--- config.mk ---
export PLATFORM = sky130hd
export DESIGN_NAME = lcd_ctrl_top
export DESIGN_NICKNAME = d
export VERILOG_FILES = /design/src/hw/lcd_timing_pkg.sv /design/src/hw/lcd_cmd_pkg.sv /design/src/hw/lcd_sequencer.sv /design/src/hw/lcd_cmd_fifo.sv /design/src/hw/lcd_bus_writer.sv /design/src/hw/lcd_ctrl_top.sv
export SDC_FILE = /design/constraint.sdc
export NUM_CORES = 1
export LEC_CHECK = 0
export ABC_AREA = 1
export BUFFER_PORTS_ARGS = -buffer_cell sky130_fd_sc_hd__buf_4
export CELL_PAD_IN_SITES_DETAIL_PLACEMENT = 0
export CELL_PAD_IN_SITES_GLOBAL_PLACEMENT = 1
export CORE_MARGIN = 5
export CORE_UTILIZATION = 47
export CTS_CLUSTER_DIAMETER = 50
export DETAILED_ROUTE_END_ITERATION = 16
export PLACE_DENSITY_LB_ADDON = 0.1
export SETUP_SLACK_MARGIN = 0.15
export SYNTH_ARGS = -nofsm -noshare
export SYNTH_HDL_FRONTEND = slang
export SYNTH_SLANG_ARGS = --single-unit
--- constraint.sdc ---
create_clock -name CLK -period 2.7 [get_ports CLK]
set_input_delay 0.54 -clock CLK [delete_from_list [all_inputs] [get_ports CLK]]
set_output_delay 0.54 -clock CLK [all_outputs]
set_load 0.005 [all_outputs]
--- src/hw/lcd_timing_pkg.sv ---
// Timing constants for the LCD controller at a 50 MHz CLK
// Delay cycle counts, timer width and bus writer phase codes

package lcd_timing_pkg;

	// ---------------------------------------------------------------------------
	// Clock and derived cycle counts
	// ---------------------------------------------------------------------------
	localparam logic [31:0] CLK_FREQ_HZ = 32'd50_000_000;              // 50 MHz system clock
	localparam logic [31:0] CYC_PER_US  = CLK_FREQ_HZ / 32'd1_000_000; // 50 cycles per us

	localparam logic [31:0] POWERUP_CYCLES    = CYC_PER_US * 32'd50_000; // 50 ms panel power-up
	localparam logic [31:0] E_HIGH_CYCLES     = (CYC_PER_US * 32'd250 + 32'd999) / 32'd1000; // 250 ns
	localparam logic [31:0] WAIT_CHAR_CYCLES  = (CYC_PER_US * 32'd250 + 32'd999) / 32'd1000; // 250 ns
	localparam logic [31:0] WAIT_SHORT_CYCLES = CYC_PER_US * 32'd42;     // 42 us, most instructions
	localparam logic [31:0] WAIT_FUNC_CYCLES  = CYC_PER_US * 32'd100;    // 100 us, function set
	localparam logic [31:0] WAIT_LONG_CYCLES  = CYC_PER_US * 32'd1640;   // 1.64 ms, clear and home

	// Longest load is the power-up wait, 22 bits
	localparam int TIMER_W = $clog2(POWERUP_CYCLES + 1);

	// ---------------------------------------------------------------------------
	// Bus writer phases
	// ---------------------------------------------------------------------------
	localparam logic [1:0] PH_POWERUP = 2'd0; // Waiting out panel power-up
	localparam logic [1:0] PH_IDLE    = 2'd1; // Ready for the next word
	localparam logic [1:0] PH_STROBE  = 2'd2; // E held high
	localparam logic [1:0] PH_EXEC    = 2'd3; // Panel busy with the last word

endpackage

--- src/hw/lcd_cmd_pkg.sv ---
// Command side of the LCD controller
// Request codes, HD44780 command bytes, init table, bus word view, execution classes
// FIFO sizing

package lcd_cmd_pkg;

	// ---------------------------------------------------------------------------
	// Host request codes
	// ---------------------------------------------------------------------------
	localparam logic [1:0] OPER_NONE   = 2'd0; // Accepted, no bus word
	localparam logic [1:0] OPER_CHAR   = 2'd1; // Character write, RS high
	localparam logic [1:0] OPER_INSTR  = 2'd2; // Instruction write, RS low
	localparam logic [1:0] OPER_REINIT = 2'd3; // Resend init sequence

	// ---------------------------------------------------------------------------
	// Command bytes
	// ---------------------------------------------------------------------------
	localparam logic [7:0] CMD_FUNC_SET     = 8'b0011_1100; // 8-bit bus, 2 lines, 5x11 font
	localparam logic [7:0] CMD_DISP_OFF     = 8'b0000_1000; // Display, cursor, blink off
	localparam logic [7:0] CMD_CLEAR        = 8'b0000_0001; // Clear DDRAM, cursor home
	localparam logic [7:0] CMD_ENTRY_NORMAL = 8'b0000_0110; // Increment, no shift
	localparam logic [7:0] CMD_DISP_ON      = 8'b0000_1100; // Display on, cursor off

	// ---------------------------------------------------------------------------
	// Init sequence, entry 0 goes out first
	// ---------------------------------------------------------------------------
	localparam int INIT_LEN   = 7;
	localparam int INIT_IDX_W = $clog2(INIT_LEN);

	localparam logic [INIT_IDX_W-1:0] INIT_LAST = INIT_IDX_W'(INIT_LEN - 1); // Last table index

	localparam logic [0:INIT_LEN-1][7:0] INIT_TABLE = {
		CMD_FUNC_SET,     // Function set twice
		CMD_FUNC_SET,
		CMD_DISP_OFF,
		CMD_CLEAR,
		CMD_ENTRY_NORMAL,
		CMD_DISP_ON,
		CMD_CLEAR
	};

	// ---------------------------------------------------------------------------
	// Bus word, read as instruction flags or as a character code
	// ---------------------------------------------------------------------------
	typedef union packed {
		struct packed {
			logic set_ddram;  // Bit 7, DDRAM address
			logic set_cgram;  // Bit 6, CGRAM address
			logic func_set;   // Bit 5, function set
			logic shift;      // Bit 4, cursor or display shift
			logic disp_ctrl;  // Bit 3, display on/off control
			logic entry_mode; // Bit 2, entry mode set
			logic home;       // Bit 1, return home
			logic clear;      // Bit 0, clear display
		} instr;
		logic [7:0] char_code; // Character code for RS high
	} lcd_word_u;

	// Execution wait after a word
	typedef enum logic [1:0] {
		EXEC_CHAR,
		EXEC_SHORT,
		EXEC_FUNC,
		EXEC_LONG
	} exec_class_e;

	// Command FIFO sizing
	localparam int FIFO_DEPTH = 4;
	localparam int FIFO_PTR_W = 2;
	localparam int FIFO_CNT_W = 3; // Holds 0 to FIFO_DEPTH

endpackage

--- src/hw/lcd_sequencer.sv ---
`timescale 1ns/100ps
// Request sequencer for the LCD controller
// Walks the init table after reset or on replay, then passes host requests through

module lcd_sequencer (
	input  logic                   CLK,
	input  logic                   RST,
	input  logic                   req_valid,  // Host request
	input  logic [1:0]             req_oper,
	input  logic [7:0]             req_data,
	output logic                   req_ready,
	output logic                   out_valid,  // Word toward command FIFO
	output logic                   out_rs,
	output lcd_cmd_pkg::lcd_word_u out_word,
	input  logic                   out_ready
);

	logic                               init_mode; // 1 while walking the init table
	logic [lcd_cmd_pkg::INIT_IDX_W-1:0] init_idx;  // Next table entry
	logic                               out_free;  // Output register empty or draining
	logic                               req_fire;  // Host transfer this cycle
	logic                               req_word;  // Transfer carries a bus word

	assign out_free  = !out_valid || out_ready;
	assign req_ready = !init_mode && out_free;  // Host held off during the table walk
	assign req_fire  = req_valid && req_ready;
	assign req_word  = (req_oper == lcd_cmd_pkg::OPER_CHAR) ||
		(req_oper == lcd_cmd_pkg::OPER_INSTR);

	// ---------------------------------------------------------------------------
	// Mode and table index
	// ---------------------------------------------------------------------------
	always_ff @(posedge CLK) begin
		if (RST) begin
			init_mode <= 1'b1;                           // Init sequence first
			init_idx  <= '0;
		end else if (init_mode && out_free) begin
			if (init_idx == lcd_cmd_pkg::INIT_LAST) begin
				init_mode <= 1'b0;                       // Table done, hand over to host
				init_idx  <= '0;
			end else begin
				init_idx <= init_idx + 1'b1;
			end
		end else if (req_fire && (req_oper == lcd_cmd_pkg::OPER_REINIT)) begin
			init_mode <= 1'b1;                           // Replay from entry 0
			init_idx  <= '0;
		end
	end

	// Output register valid
	always_ff @(posedge CLK) begin
		if (RST) begin
			out_valid <= 1'b0;
		end else if (out_free) begin
			out_valid <= init_mode || (req_fire && req_word);
		end
	end

	// Output register payload, only loaded when free
	always_ff @(posedge CLK) begin
		if (out_free) begin
			if (init_mode) begin
				out_rs   <= 1'b0;                        // Table holds instructions only
				out_word <= lcd_cmd_pkg::INIT_TABLE[init_idx];
			end else if (req_fire) begin
				case (req_oper)
					lcd_cmd_pkg::OPER_CHAR: begin
						out_rs             <= 1'b1;      // Data register
						out_word.char_code <= req_data;
					end
					lcd_cmd_pkg::OPER_INSTR: begin
						out_rs   <= 1'b0;                // Instruction register
						out_word <= req_data;
					end
					lcd_cmd_pkg::OPER_NONE, lcd_cmd_pkg::OPER_REINIT: begin
						out_rs <= out_rs;                // No word, valid drops
					end
				endcase
			end
		end
	end

	// ---------------------------------------------------------------------------
	// Checks
	// ---------------------------------------------------------------------------
	// A stalled word stays put until the FIFO takes it
	a_out_stable: assert property (@(posedge CLK) disable iff (RST)
		out_valid && !out_ready |=> out_valid && $stable(out_rs) && $stable(out_word))
		else $error("lcd_sequencer output changed under back-pressure");

endmodule

--- src/hw/lcd_cmd_fifo.sv ---
`timescale 1ns/100ps
// Four-entry command FIFO between sequencer and bus writer
// Circular buffer with read and write pointers and an occupancy count

module lcd_cmd_fifo (
	input  logic                   CLK,
	input  logic                   RST,
	input  logic                   in_valid,  // From sequencer
	input  logic                   in_rs,
	input  lcd_cmd_pkg::lcd_word_u in_word,
	output logic                   in_ready,
	output logic                   out_valid, // To bus writer
	output logic                   out_rs,
	output lcd_cmd_pkg::lcd_word_u out_word,
	input  logic                   out_ready
);

	logic                               mem_rs   [lcd_cmd_pkg::FIFO_DEPTH]; // Storage
	lcd_cmd_pkg::lcd_word_u             mem_word [lcd_cmd_pkg::FIFO_DEPTH];
	logic [lcd_cmd_pkg::FIFO_PTR_W-1:0] wr_ptr;
	logic [lcd_cmd_pkg::FIFO_PTR_W-1:0] rd_ptr;
	logic [lcd_cmd_pkg::FIFO_CNT_W-1:0] count;
	logic                               push;
	logic                               pop;

	assign in_ready  = count != lcd_cmd_pkg::FIFO_DEPTH; // Full at four
	assign out_valid = count != '0;
	assign out_rs    = mem_rs[rd_ptr];                     // Head of queue
	assign out_word  = mem_word[rd_ptr];
	assign push      = in_valid && in_ready;
	assign pop       = out_valid && out_ready;

	// Storage write
	always_ff @(posedge CLK) begin
		if (push) begin
			mem_rs[wr_ptr]   <= in_rs;
			mem_word[wr_ptr] <= in_word;
		end
	end

	// ---------------------------------------------------------------------------
	// Pointers and count
	// ---------------------------------------------------------------------------
	always_ff @(posedge CLK) begin
		if (RST) begin
			wr_ptr <= '0;
			rd_ptr <= '0;
			count  <= '0;
		end else begin
			if (push) wr_ptr <= wr_ptr + 1'b1;            // Wraps at four
			if (pop) rd_ptr <= rd_ptr + 1'b1;
			case ({push, pop})
				2'b10:   count <= count + 1'b1;
				2'b01:   count <= count - 1'b1;
				default: count <= count;                  // Idle or push with pop
			endcase
		end
	end

	// ---------------------------------------------------------------------------
	// Checks
	// ---------------------------------------------------------------------------
	a_count_max: assert property (@(posedge CLK) disable iff (RST)
		count <= lcd_cmd_pkg::FIFO_DEPTH)
		else $error("lcd_cmd_fifo count above depth");

	// Read side stands still while empty
	a_no_pop_empty: assert property (@(posedge CLK) disable iff (RST)
		count == '0 |=> rd_ptr == $past(rd_ptr))
		else $error("lcd_cmd_fifo popped while empty");

endmodule

--- src/hw/lcd_bus_writer.sv ---
`timescale 1ns/100ps
// Panel bus writer for the LCD controller
// Power-up wait, E strobe and per-word execution wait on one down-counter

module lcd_bus_writer (
	input  logic                   CLK,
	input  logic                   RST,
	input  logic                   in_valid, // From command FIFO
	input  logic                   in_rs,
	input  lcd_cmd_pkg::lcd_word_u in_word,
	output logic                   in_ready,
	output logic                   lcd_e,    // Panel pins
	output logic                   lcd_rs,
	output logic [7:0]             lcd_db
);

	logic [1:0]                          state;
	logic [lcd_timing_pkg::TIMER_W-1:0]  timer;      // Cycles left in current phase
	lcd_cmd_pkg::exec_class_e            in_class;   // Class of the word on the input
	lcd_cmd_pkg::exec_class_e            exec_class; // Class of the word on the bus
	logic [31:0]                         exec_len;   // Wait for exec_class
	logic                                accept;

	assign in_ready = state == lcd_timing_pkg::PH_IDLE;
	assign accept   = in_valid && in_ready;

	// ---------------------------------------------------------------------------
	// Word classification, highest instruction flag wins
	// ---------------------------------------------------------------------------
	always_comb begin
		if (in_rs) begin
			in_class = lcd_cmd_pkg::EXEC_CHAR;
		end else if (in_word.instr.set_ddram || in_word.instr.set_cgram) begin
			in_class = lcd_cmd_pkg::EXEC_SHORT;
		end else if (in_word.instr.func_set) begin
			in_class = lcd_cmd_pkg::EXEC_FUNC;
		end else if (in_word.instr.shift || in_word.instr.disp_ctrl ||
			in_word.instr.entry_mode) begin
			in_class = lcd_cmd_pkg::EXEC_SHORT;
		end else if (in_word.instr.home || in_word.instr.clear) begin
			in_class = lcd_cmd_pkg::EXEC_LONG;             // Clear and home are slow
		end else begin
			in_class = lcd_cmd_pkg::EXEC_SHORT;            // Null byte
		end
	end

	always_comb begin
		case (exec_class)
			lcd_cmd_pkg::EXEC_CHAR:  exec_len = lcd_timing_pkg::WAIT_CHAR_CYCLES;
			lcd_cmd_pkg::EXEC_SHORT: exec_len = lcd_timing_pkg::WAIT_SHORT_CYCLES;
			lcd_cmd_pkg::EXEC_FUNC:  exec_len = lcd_timing_pkg::WAIT_FUNC_CYCLES;
			default:                 exec_len = lcd_timing_pkg::WAIT_LONG_CYCLES;
		endcase
	end

	// Class held for the execute phase
	always_ff @(posedge CLK) begin
		if (accept) exec_class <= in_class;
	end

	// ---------------------------------------------------------------------------
	// Phase FSM
	// ---------------------------------------------------------------------------
	always_ff @(posedge CLK) begin
		if (RST) begin
			state  <= lcd_timing_pkg::PH_POWERUP;          // Power-up wait starts here
			timer  <= lcd_timing_pkg::POWERUP_CYCLES[lcd_timing_pkg::TIMER_W-1:0] - 1'b1;
			lcd_e  <= 1'b0;
			lcd_rs <= 1'b0;
			lcd_db <= '0;
		end else begin
			case (state)
				lcd_timing_pkg::PH_POWERUP: begin
					if (timer == '0) state <= lcd_timing_pkg::PH_IDLE;
					else timer <= timer - 1'b1;
				end
				lcd_timing_pkg::PH_IDLE: begin
					if (accept) begin
						state  <= lcd_timing_pkg::PH_STROBE;
						timer  <= lcd_timing_pkg::E_HIGH_CYCLES[lcd_timing_pkg::TIMER_W-1:0] - 1'b1;
						lcd_e  <= 1'b1;                    // RS and DB set with the rising edge
						lcd_rs <= in_rs;
						lcd_db <= in_word;
					end
				end
				lcd_timing_pkg::PH_STROBE: begin
					if (timer == '0) begin
						state <= lcd_timing_pkg::PH_EXEC;
						timer <= exec_len[lcd_timing_pkg::TIMER_W-1:0] - 1'b1;
						lcd_e <= 1'b0;                     // Panel latches on falling E
					end else begin
						timer <= timer - 1'b1;
					end
				end
				default: begin                             // Execute wait
					if (timer == '0) state <= lcd_timing_pkg::PH_IDLE;
					else timer <= timer - 1'b1;
				end
			endcase
		end
	end

	// ---------------------------------------------------------------------------
	// Checks
	// ---------------------------------------------------------------------------
	a_e_in_strobe: assert property (@(posedge CLK) disable iff (RST)
		lcd_e |-> state == lcd_timing_pkg::PH_STROBE)
		else $error("lcd_bus_writer E high outside strobe");

	// Bus steady across the whole strobe
	a_bus_steady: assert property (@(posedge CLK) disable iff (RST)
		lcd_e |=> !lcd_e || ($stable(lcd_db) && $stable(lcd_rs)))
		else $error("lcd_bus_writer bus changed while E high");

endmodule

--- src/hw/lcd_ctrl_top.sv ---
`timescale 1ns/100ps
// Top level of the LCD controller
// Sequencer, command FIFO and bus writer between host request and panel pins

module lcd_ctrl_top (
	input  logic       CLK,
	input  logic       RST,
	input  logic       req_valid, // Host request
	input  logic [1:0] req_oper,
	input  logic [7:0] req_data,
	output logic       req_ready,
	output logic       lcd_e,     // Panel pins, RW tied low on board
	output logic       lcd_rs,
	output logic [7:0] lcd_db
);

	// Sequencer to FIFO
	logic                   seq_valid;
	logic                   seq_rs;
	lcd_cmd_pkg::lcd_word_u seq_word;
	logic                   seq_ready;

	// FIFO to bus writer
	logic                   wr_valid;
	logic                   wr_rs;
	lcd_cmd_pkg::lcd_word_u wr_word;
	logic                   wr_ready;

	// ---------------------------------------------------------------------------
	// Producer, buffer, consumer
	// ---------------------------------------------------------------------------
	lcd_sequencer i_sequencer (
		.CLK       (CLK),
		.RST       (RST),
		.req_valid (req_valid),
		.req_oper  (req_oper),
		.req_data  (req_data),
		.req_ready (req_ready),
		.out_valid (seq_valid),
		.out_rs    (seq_rs),
		.out_word  (seq_word),
		.out_ready (seq_ready)
	);

	lcd_cmd_fifo i_cmd_fifo (
		.CLK       (CLK),
		.RST       (RST),
		.in_valid  (seq_valid),
		.in_rs     (seq_rs),
		.in_word   (seq_word),
		.in_ready  (seq_ready),
		.out_valid (wr_valid),
		.out_rs    (wr_rs),
		.out_word  (wr_word),
		.out_ready (wr_ready)
	);

	lcd_bus_writer i_bus_writer (
		.CLK      (CLK),
		.RST      (RST),
		.in_valid (wr_valid),
		.in_rs    (wr_rs),
		.in_word  (wr_word),
		.in_ready (wr_ready),
		.lcd_e    (lcd_e),
		.lcd_rs   (lcd_rs),
		.lcd_db   (lcd_db)
	);

endmodule

==> metrics, run 1 <==
Synth Area in Compound Gates 0.1224; outcome finished, final reports clean; final setup vio count 0; Simple-Gate Fraction of Synth Area 0.2154; final setup skew 0.01053 ns; r2r endpoint i_cmd_fifo.count[2]; Residual DRC 0; setup bufs post-CTS 0; max-cap check violation count 0; Final Hold Vio Count 0; placed instance count 693; synthesized net count 577; Crit Path Max Fanout 5; Slew Limit Fails 0; Fmax 0.4701 GHz; worst reg2reg path depth 11; gr ovfl total 0; crit-path most repeated cell inv_1; ys flop type dfxtp_1; htree depth 3; EDFF count, synth 47; die area 12,130 µm²; type of the tightest min-delay check in2reg; GPL Wtd Cong 0.9018; commonest cells in the synthesized netlist 85 x nand2_1, 65 x nor2_1, 63 x inv_1, 48 x dfxtp_1, 47 x edfxtp_1; RSZ-0062 raised after global routing false; row cnt 36; Synth Area in Adders 0.05471; WHS Path Cells 3; clock sink count 95; CP delay by family, top adder cells; critical path class reg2reg; Post-Synthesis Cells 544; Starting Density 0.4820; Die X 110.1 µm; main combinational cell family by area after synthesis simple AND/OR/NAND/NOR gates; asr flop ratio synth 0; pwr/cell area 502.0 nW/µm²; Required @ worst endpoint 2.96 ns; slowest stage cell, crit path fa_1; leak pwr 2.119 nW; register area share after synthesis 0.5036; Area contributors post-synth edfxtp_1 30%, dfxtp_1 20%, nand2_1 6.8%; Worst-Margin Slew 0.5779 ns; post-synth cell types 38; Max stage delay on crit path 0.38 ns; Via-to-Cell Ratio 5.128; share of cells above drive strength 1 0.1198; Mapped Area 4711 µm²; Final #Nets 604; Pre-antenna DRT Iters 4; initial antenna violation count 0; clock latency at the later pin of the worst-skew pair 0.37 ns; multiplexer share of the synthesized area 0; min Tclk post-route 2.127 ns; most numerous cell in the Yosys netlist nand2_1; global-route wire length before repair 17,540 µm; Finished Layout Cells 709; Rel. slew slack 0.6143; area leader, netlist edfxtp_1; yosys warns 0; area share of the largest cell type after synthesis 0.2996; Iteration-0 DRC Markers 293; r2r setup slk 0.57 ns; vias in the first global route 3,487; xor-xnor portion of the synthesized cell area 0.03347; Final Cycle Share 0.7878; Peak VDD IR 0.0002549 V; clk root buf clkbuf_8; Reg clk slew, reported paths 0.09 ns; reg2reg start i_bus_writer.state[1]; Levels on crit path 11; Hold-fix buffers, CTS 0; GR Util All Layers 0.1886; Ports 24; Die H 110.1 µm; post-DP HPWL 7540 µm; total power 2.618 mW; CTS tree built; CTS resizes 0; Worst setup SP type flop; synthesized area per cell 8.660 µm²; Critical Path End Type flop; worst setup path start i_bus_writer.state[1]; setup TNS 0 ns; WP buf/inv 3; WL final 10,380 µm; pin count of the biggest net entering global routing 23; cells along the critical path inv_1, ha_1, nand2_2, inv_1, ha_1, inv_1, fa_1, a21oi_1, o21ai_0, o21ai_0, a21oi_1; CTS max path bufs 2; Routed wire per std cell 14.63 µm; total number of vias 3,636; Final ANT Viol Nets 0; flops & latches, synth 95; # diodes 0; CP arrival 2.39 ns; clock buffers created by TritonCTS 9; Synth-to-Final Area Change 10.73%; IO Port Bufs 23; Core Box Area 9774 µm²; Worst setup endpoint i_cmd_fifo.count[2]
==> placed cells by master, fill, tap and decap left out, types with 2 or more instances in the layout <==
| cell type | synthesis | final |
|---|---|---|
| nand2_2 | 5 | 5 |
| xor2_1 | 12 | 12 |
| buf_4 | 0 | 32 |
| clkbuf_8 | 0 | 9 |
| inv_2 | 3 | 3 |
| o22a_1 | 5 | 5 |
| dfxtp_1 | 48 | 48 |
| inv_1 | 63 | 63 |
| ha_1 | 19 | 19 |
| clkinvlp_4 | 0 | 2 |
| nor2_1 | 65 | 65 |
| nor2_2 | 7 | 7 |
| xnor2_1 | 6 | 6 |
| nand4_1 | 9 | 9 |
| nand2_4 | 2 | 2 |
| inv_8 | 0 | 2 |
| nand2_1 | 85 | 85 |
| clkinv_1 | 1 | 2 |
| a21oi_1 | 37 | 37 |
| edfxtp_1 | 47 | 47 |
| a32o_1 | 3 | 3 |
| nand3_1 | 46 | 46 |
| o21bai_1 | 2 | 2 |
| nor3_1 | 5 | 5 |
| o21ai_0 | 45 | 45 |
==> stage by stage <==
stage / area, µm² / hold slack [ns] / utilization / setup slack (ns)
after floorplan: 4711 / 0.4447 / - / 0.4286
after global placement: 5037 / 0.4454 / 0.5154 / 0.6448
final: 5216 / 0.4438 / 0.5337 / 0.5728
after global routing: 5216 / 0.4517 / 0.5337 / 0.3387
after detailed placement: 5037 / 0.4544 / 0.5154 / 0.5870
after CTS: 5216 / 0.4316 / 0.5337 / 0.5659
==> how the worst min path moves through the flow <==
stage / slack, ns / endpoint / start
2_1_floorplan: 0.44 / i_bus_writer.lcd_e / i_bus_writer.lcd_e
3_3_place_gp: 0.45 / i_bus_writer.lcd_e / i_bus_writer.lcd_e
3_5_place_dp: 0.45 / i_bus_writer.lcd_e / i_bus_writer.lcd_e
4_1_cts: 0.43 / i_sequencer.out_word[2] / req_data[2]
5_1_grt: 0.45 / i_sequencer.out_word[2] / req_data[2]
6_report: 0.44 / i_sequencer.out_word[2] / req_data[2]
==> tightest hold or removal path: stages <==
cell and delay [ns]:
buf_4 0.07, nand2_1 0.04, nand2_1 0.05
==> layer usage <==
layer | track usage | vias up | share of wire
li1 | - | 1865 | -
met1 | 0.2858 | 1693 | 0.52
met2 | 0.2760 | 66 | 0.42
met3 | 0.03029 | 12 | 0.045
met4 | 0.05805 | 0 | 0.013
met5 | 0 | - | 0
==> layout make-up <==
class                           count  area, µm²
Multi-Input combinational cell    366       2007
Sequential cell                    95       2372
Timing Repair Buffer               32      240.2
Clock buffer                        9      123.9
Fill cell                         928       4558
Tap cell                          133      166.4
Inverter                           67      251.5
Clock inverter                      7      55.05
==> flip-flops by register name, summed over array words and instances (netlist names), 3 cells and up, named ones only <==
signal / cells
i_cmd_fifo.count: 3
i_bus_writer.timer: 22
i_bus_writer.lcd_db: 8
i_sequencer.out_word: 8
i_cmd_fifo.mem_rs: 4
i_cmd_fifo.mem_word: 32
i_sequencer.init_idx: 3
==> cell families after synthesis <==
family | after synthesis
simple gates | 228
compound gates | 100
xor+xnor | 18
buf+inv | 83
fa+ha+maj | 20
flops | 95
==> power breakdown <==
group          switching, mW  internal, mW  leakage, nW
Clock                  0.519         0.346       0.0871
Combinational         0.0921        0.0581         1.20
Sequential            0.0295          1.57        0.836
Power figures use the tool's default switching activity.
==> run 2: changes to the inputs <==
==> constraint.sdc (replaced) <==
create_clock -name CLK -period 2 [get_ports CLK]
set_input_delay 0.4 -clock CLK [delete_from_list [all_inputs] [get_ports CLK]]
set_output_delay 0.4 -clock CLK [all_outputs]
set_load 0.005 [all_outputs]
==> run 2 against run 1 <==
Compared with the run above: non-clock buffer count is 11 higher; critical path depth stayed put; register-to-register slack worse by 0.35 ns; sequential share of layout area is 1.9 points lower; wire length is 4.0% higher; die area stayed put; combinational power is 45% higher.
==> metrics, run 2 (synthesis gave the netlist of run 1 again) <==
outcome finished, final reports clean; dpl ws 0.07522 ns; RSZ-0062 raised after global routing true; CTS tree built; pwr/cell area 697.4 nW/µm²; clock sink count 95; r2r setup slk 0.22 ns; Residual DRC 0; critical path class reg2reg; Core Box Area 9774 µm²; Worst-Margin Slew 0.8713 ns; Synth-to-Final Area Change 16.15%; setup TNS 0 ns; commonest non-fill, non-tap cell in the layout nand2_1; Fmax 0.5618 GHz; final hold slack 0.3133 ns; Die X 110.1 µm; type of the tightest min-delay check in2reg; Final ANT Viol Nets 0; CTS max path bufs 2; final setup skew 0.009413 ns; Ports 24; die area 12,130 µm²; setup slack after layout 0.2201 ns; Slew Limit Fails 0; Final #Nets 615; Critical Path End Type flop; clk root buf clkbuf_8; Worst setup SP type flop; leak pwr 2.227 nW; gr ovfl total 0; WL final 10,790 µm; Iteration-0 DRC Markers 230; Rel. slew slack 0.4170; filler cell count 906; Reg clk slew, reported paths 0.10 ns; Largest register FFs 32; # diodes 0; min Tclk post-route 1.780 ns; Peak VDD IR 0.0003396 V; CP arrival 2.04 ns; Pre-antenna DRT Iters 4; max-cap check violation count 0; Final Hold Vio Count 0; GR Util All Layers 0.1927; Biggest register i_cmd_fifo.mem_word; Routed wire per std cell 14.99 µm; pin count of the biggest net entering global routing 24; biggest regs i_cmd_fifo.mem_word x32, i_bus_writer.timer x22; post-DP HPWL 7787 µm; Via-to-Cell Ratio 5.238; commonest non-fill, non-tap cells in the layout 80 x nand2_1, 61 x nor2_1, 57 x inv_1; Die H 110.1 µm; htree depth 3; Crit Path Max Fanout 5; row cnt 36; GPL Wtd Cong 0.9198; final setup vio count 0; Final Core Density 0.5598; clock buffers created by TritonCTS 9; clock latency at the later pin of the worst-skew pair 0.37 ns; total number of vias 3,771; share of cells above drive strength 1 0.1840; Final Cycle Share 0.8900; IO Port Bufs 23; Starting Density 0.4820; global-route wire length before repair 17,820 µm; vias in the first global route 3,600; initial antenna violation count 0; Required @ worst endpoint 2.26 ns
## run 2: changes by cell type in the layout (fill, tap and decap cells not counted), sizes merged
cell    previous run  this run
clkinv             3         1
bufinv             0         2
buf               32        43
## run 2: layer usage
layer	routed length (µm)	up-vias	track usage
met5	0	-	0
met4	108	0	0.04749
met3	531	10	0.03145
met2	4757	79	0.2990
met1	5396	1797	0.2822
li1	-	1885	-
## run 2: through the flow
step	power, mW	area [µm²]	std cells
6_report	3.816	5472	720
3_5_place_dp	2.418	5102	698
4_1_cts	3.847	5358	716
5_1_grt	3.979	5472	720
3_3_place_gp	2.410	5102	698
2_1_floorplan	2.331	4746	544
## run 2: cell type report
cell class	count	area (µm²)	share of cell area
flip-flops and latches	95	2385	0.4359
multi-input cells	366	2106	0.3849
repair buffers	43	330.3	0.06037
inverters	67	260.3	0.04756
well taps	133	166.4	0.03041
clock buffers	9	123.9	0.02264
clock inverters	7	100.1	0.01829
## run 2: repair_timing
item,in CTS,in global routing
hold buffers,0,0
setup endpoints to repair,14,36
pin swaps,2,3
setup buffers,2,4
resized for setup,6,28
## run 2: where the power goes
part           switching (mW)  leakage, nW  internal, mW
sequential             0.0448        0.838          2.13
combinational           0.130         1.28        0.0874
clock                   0.711        0.110         0.718
total                   0.885         2.23          2.93
## run 2: path summary, 6_finish.rpt
kind                                              end  depth (start not counted)                  start
worst min register to register     i_bus_writer.lcd_e                          2     i_bus_writer.lcd_e
worst min-delay path            i_bus_writer.timer[6]                          2                    RST
worst max register to register    i_cmd_fifo.count[2]                         11  i_bus_writer.state[1]
worst max-delay path              i_cmd_fifo.count[2]                         11  i_bus_writer.state[1]
## run 2: critical path: stages (launching register included)
cell and delay [ns]:
dfxtp_2 0.34, inv_2 0.08, ha_4 0.17, nand2_4 0.07
inv_2 0.06, ha_1 0.15, inv_2 0.05, fa_2 0.33
a21oi_1 0.14, o21ai_1 0.10, o21ai_1 0.14, a21oi_1 0.05
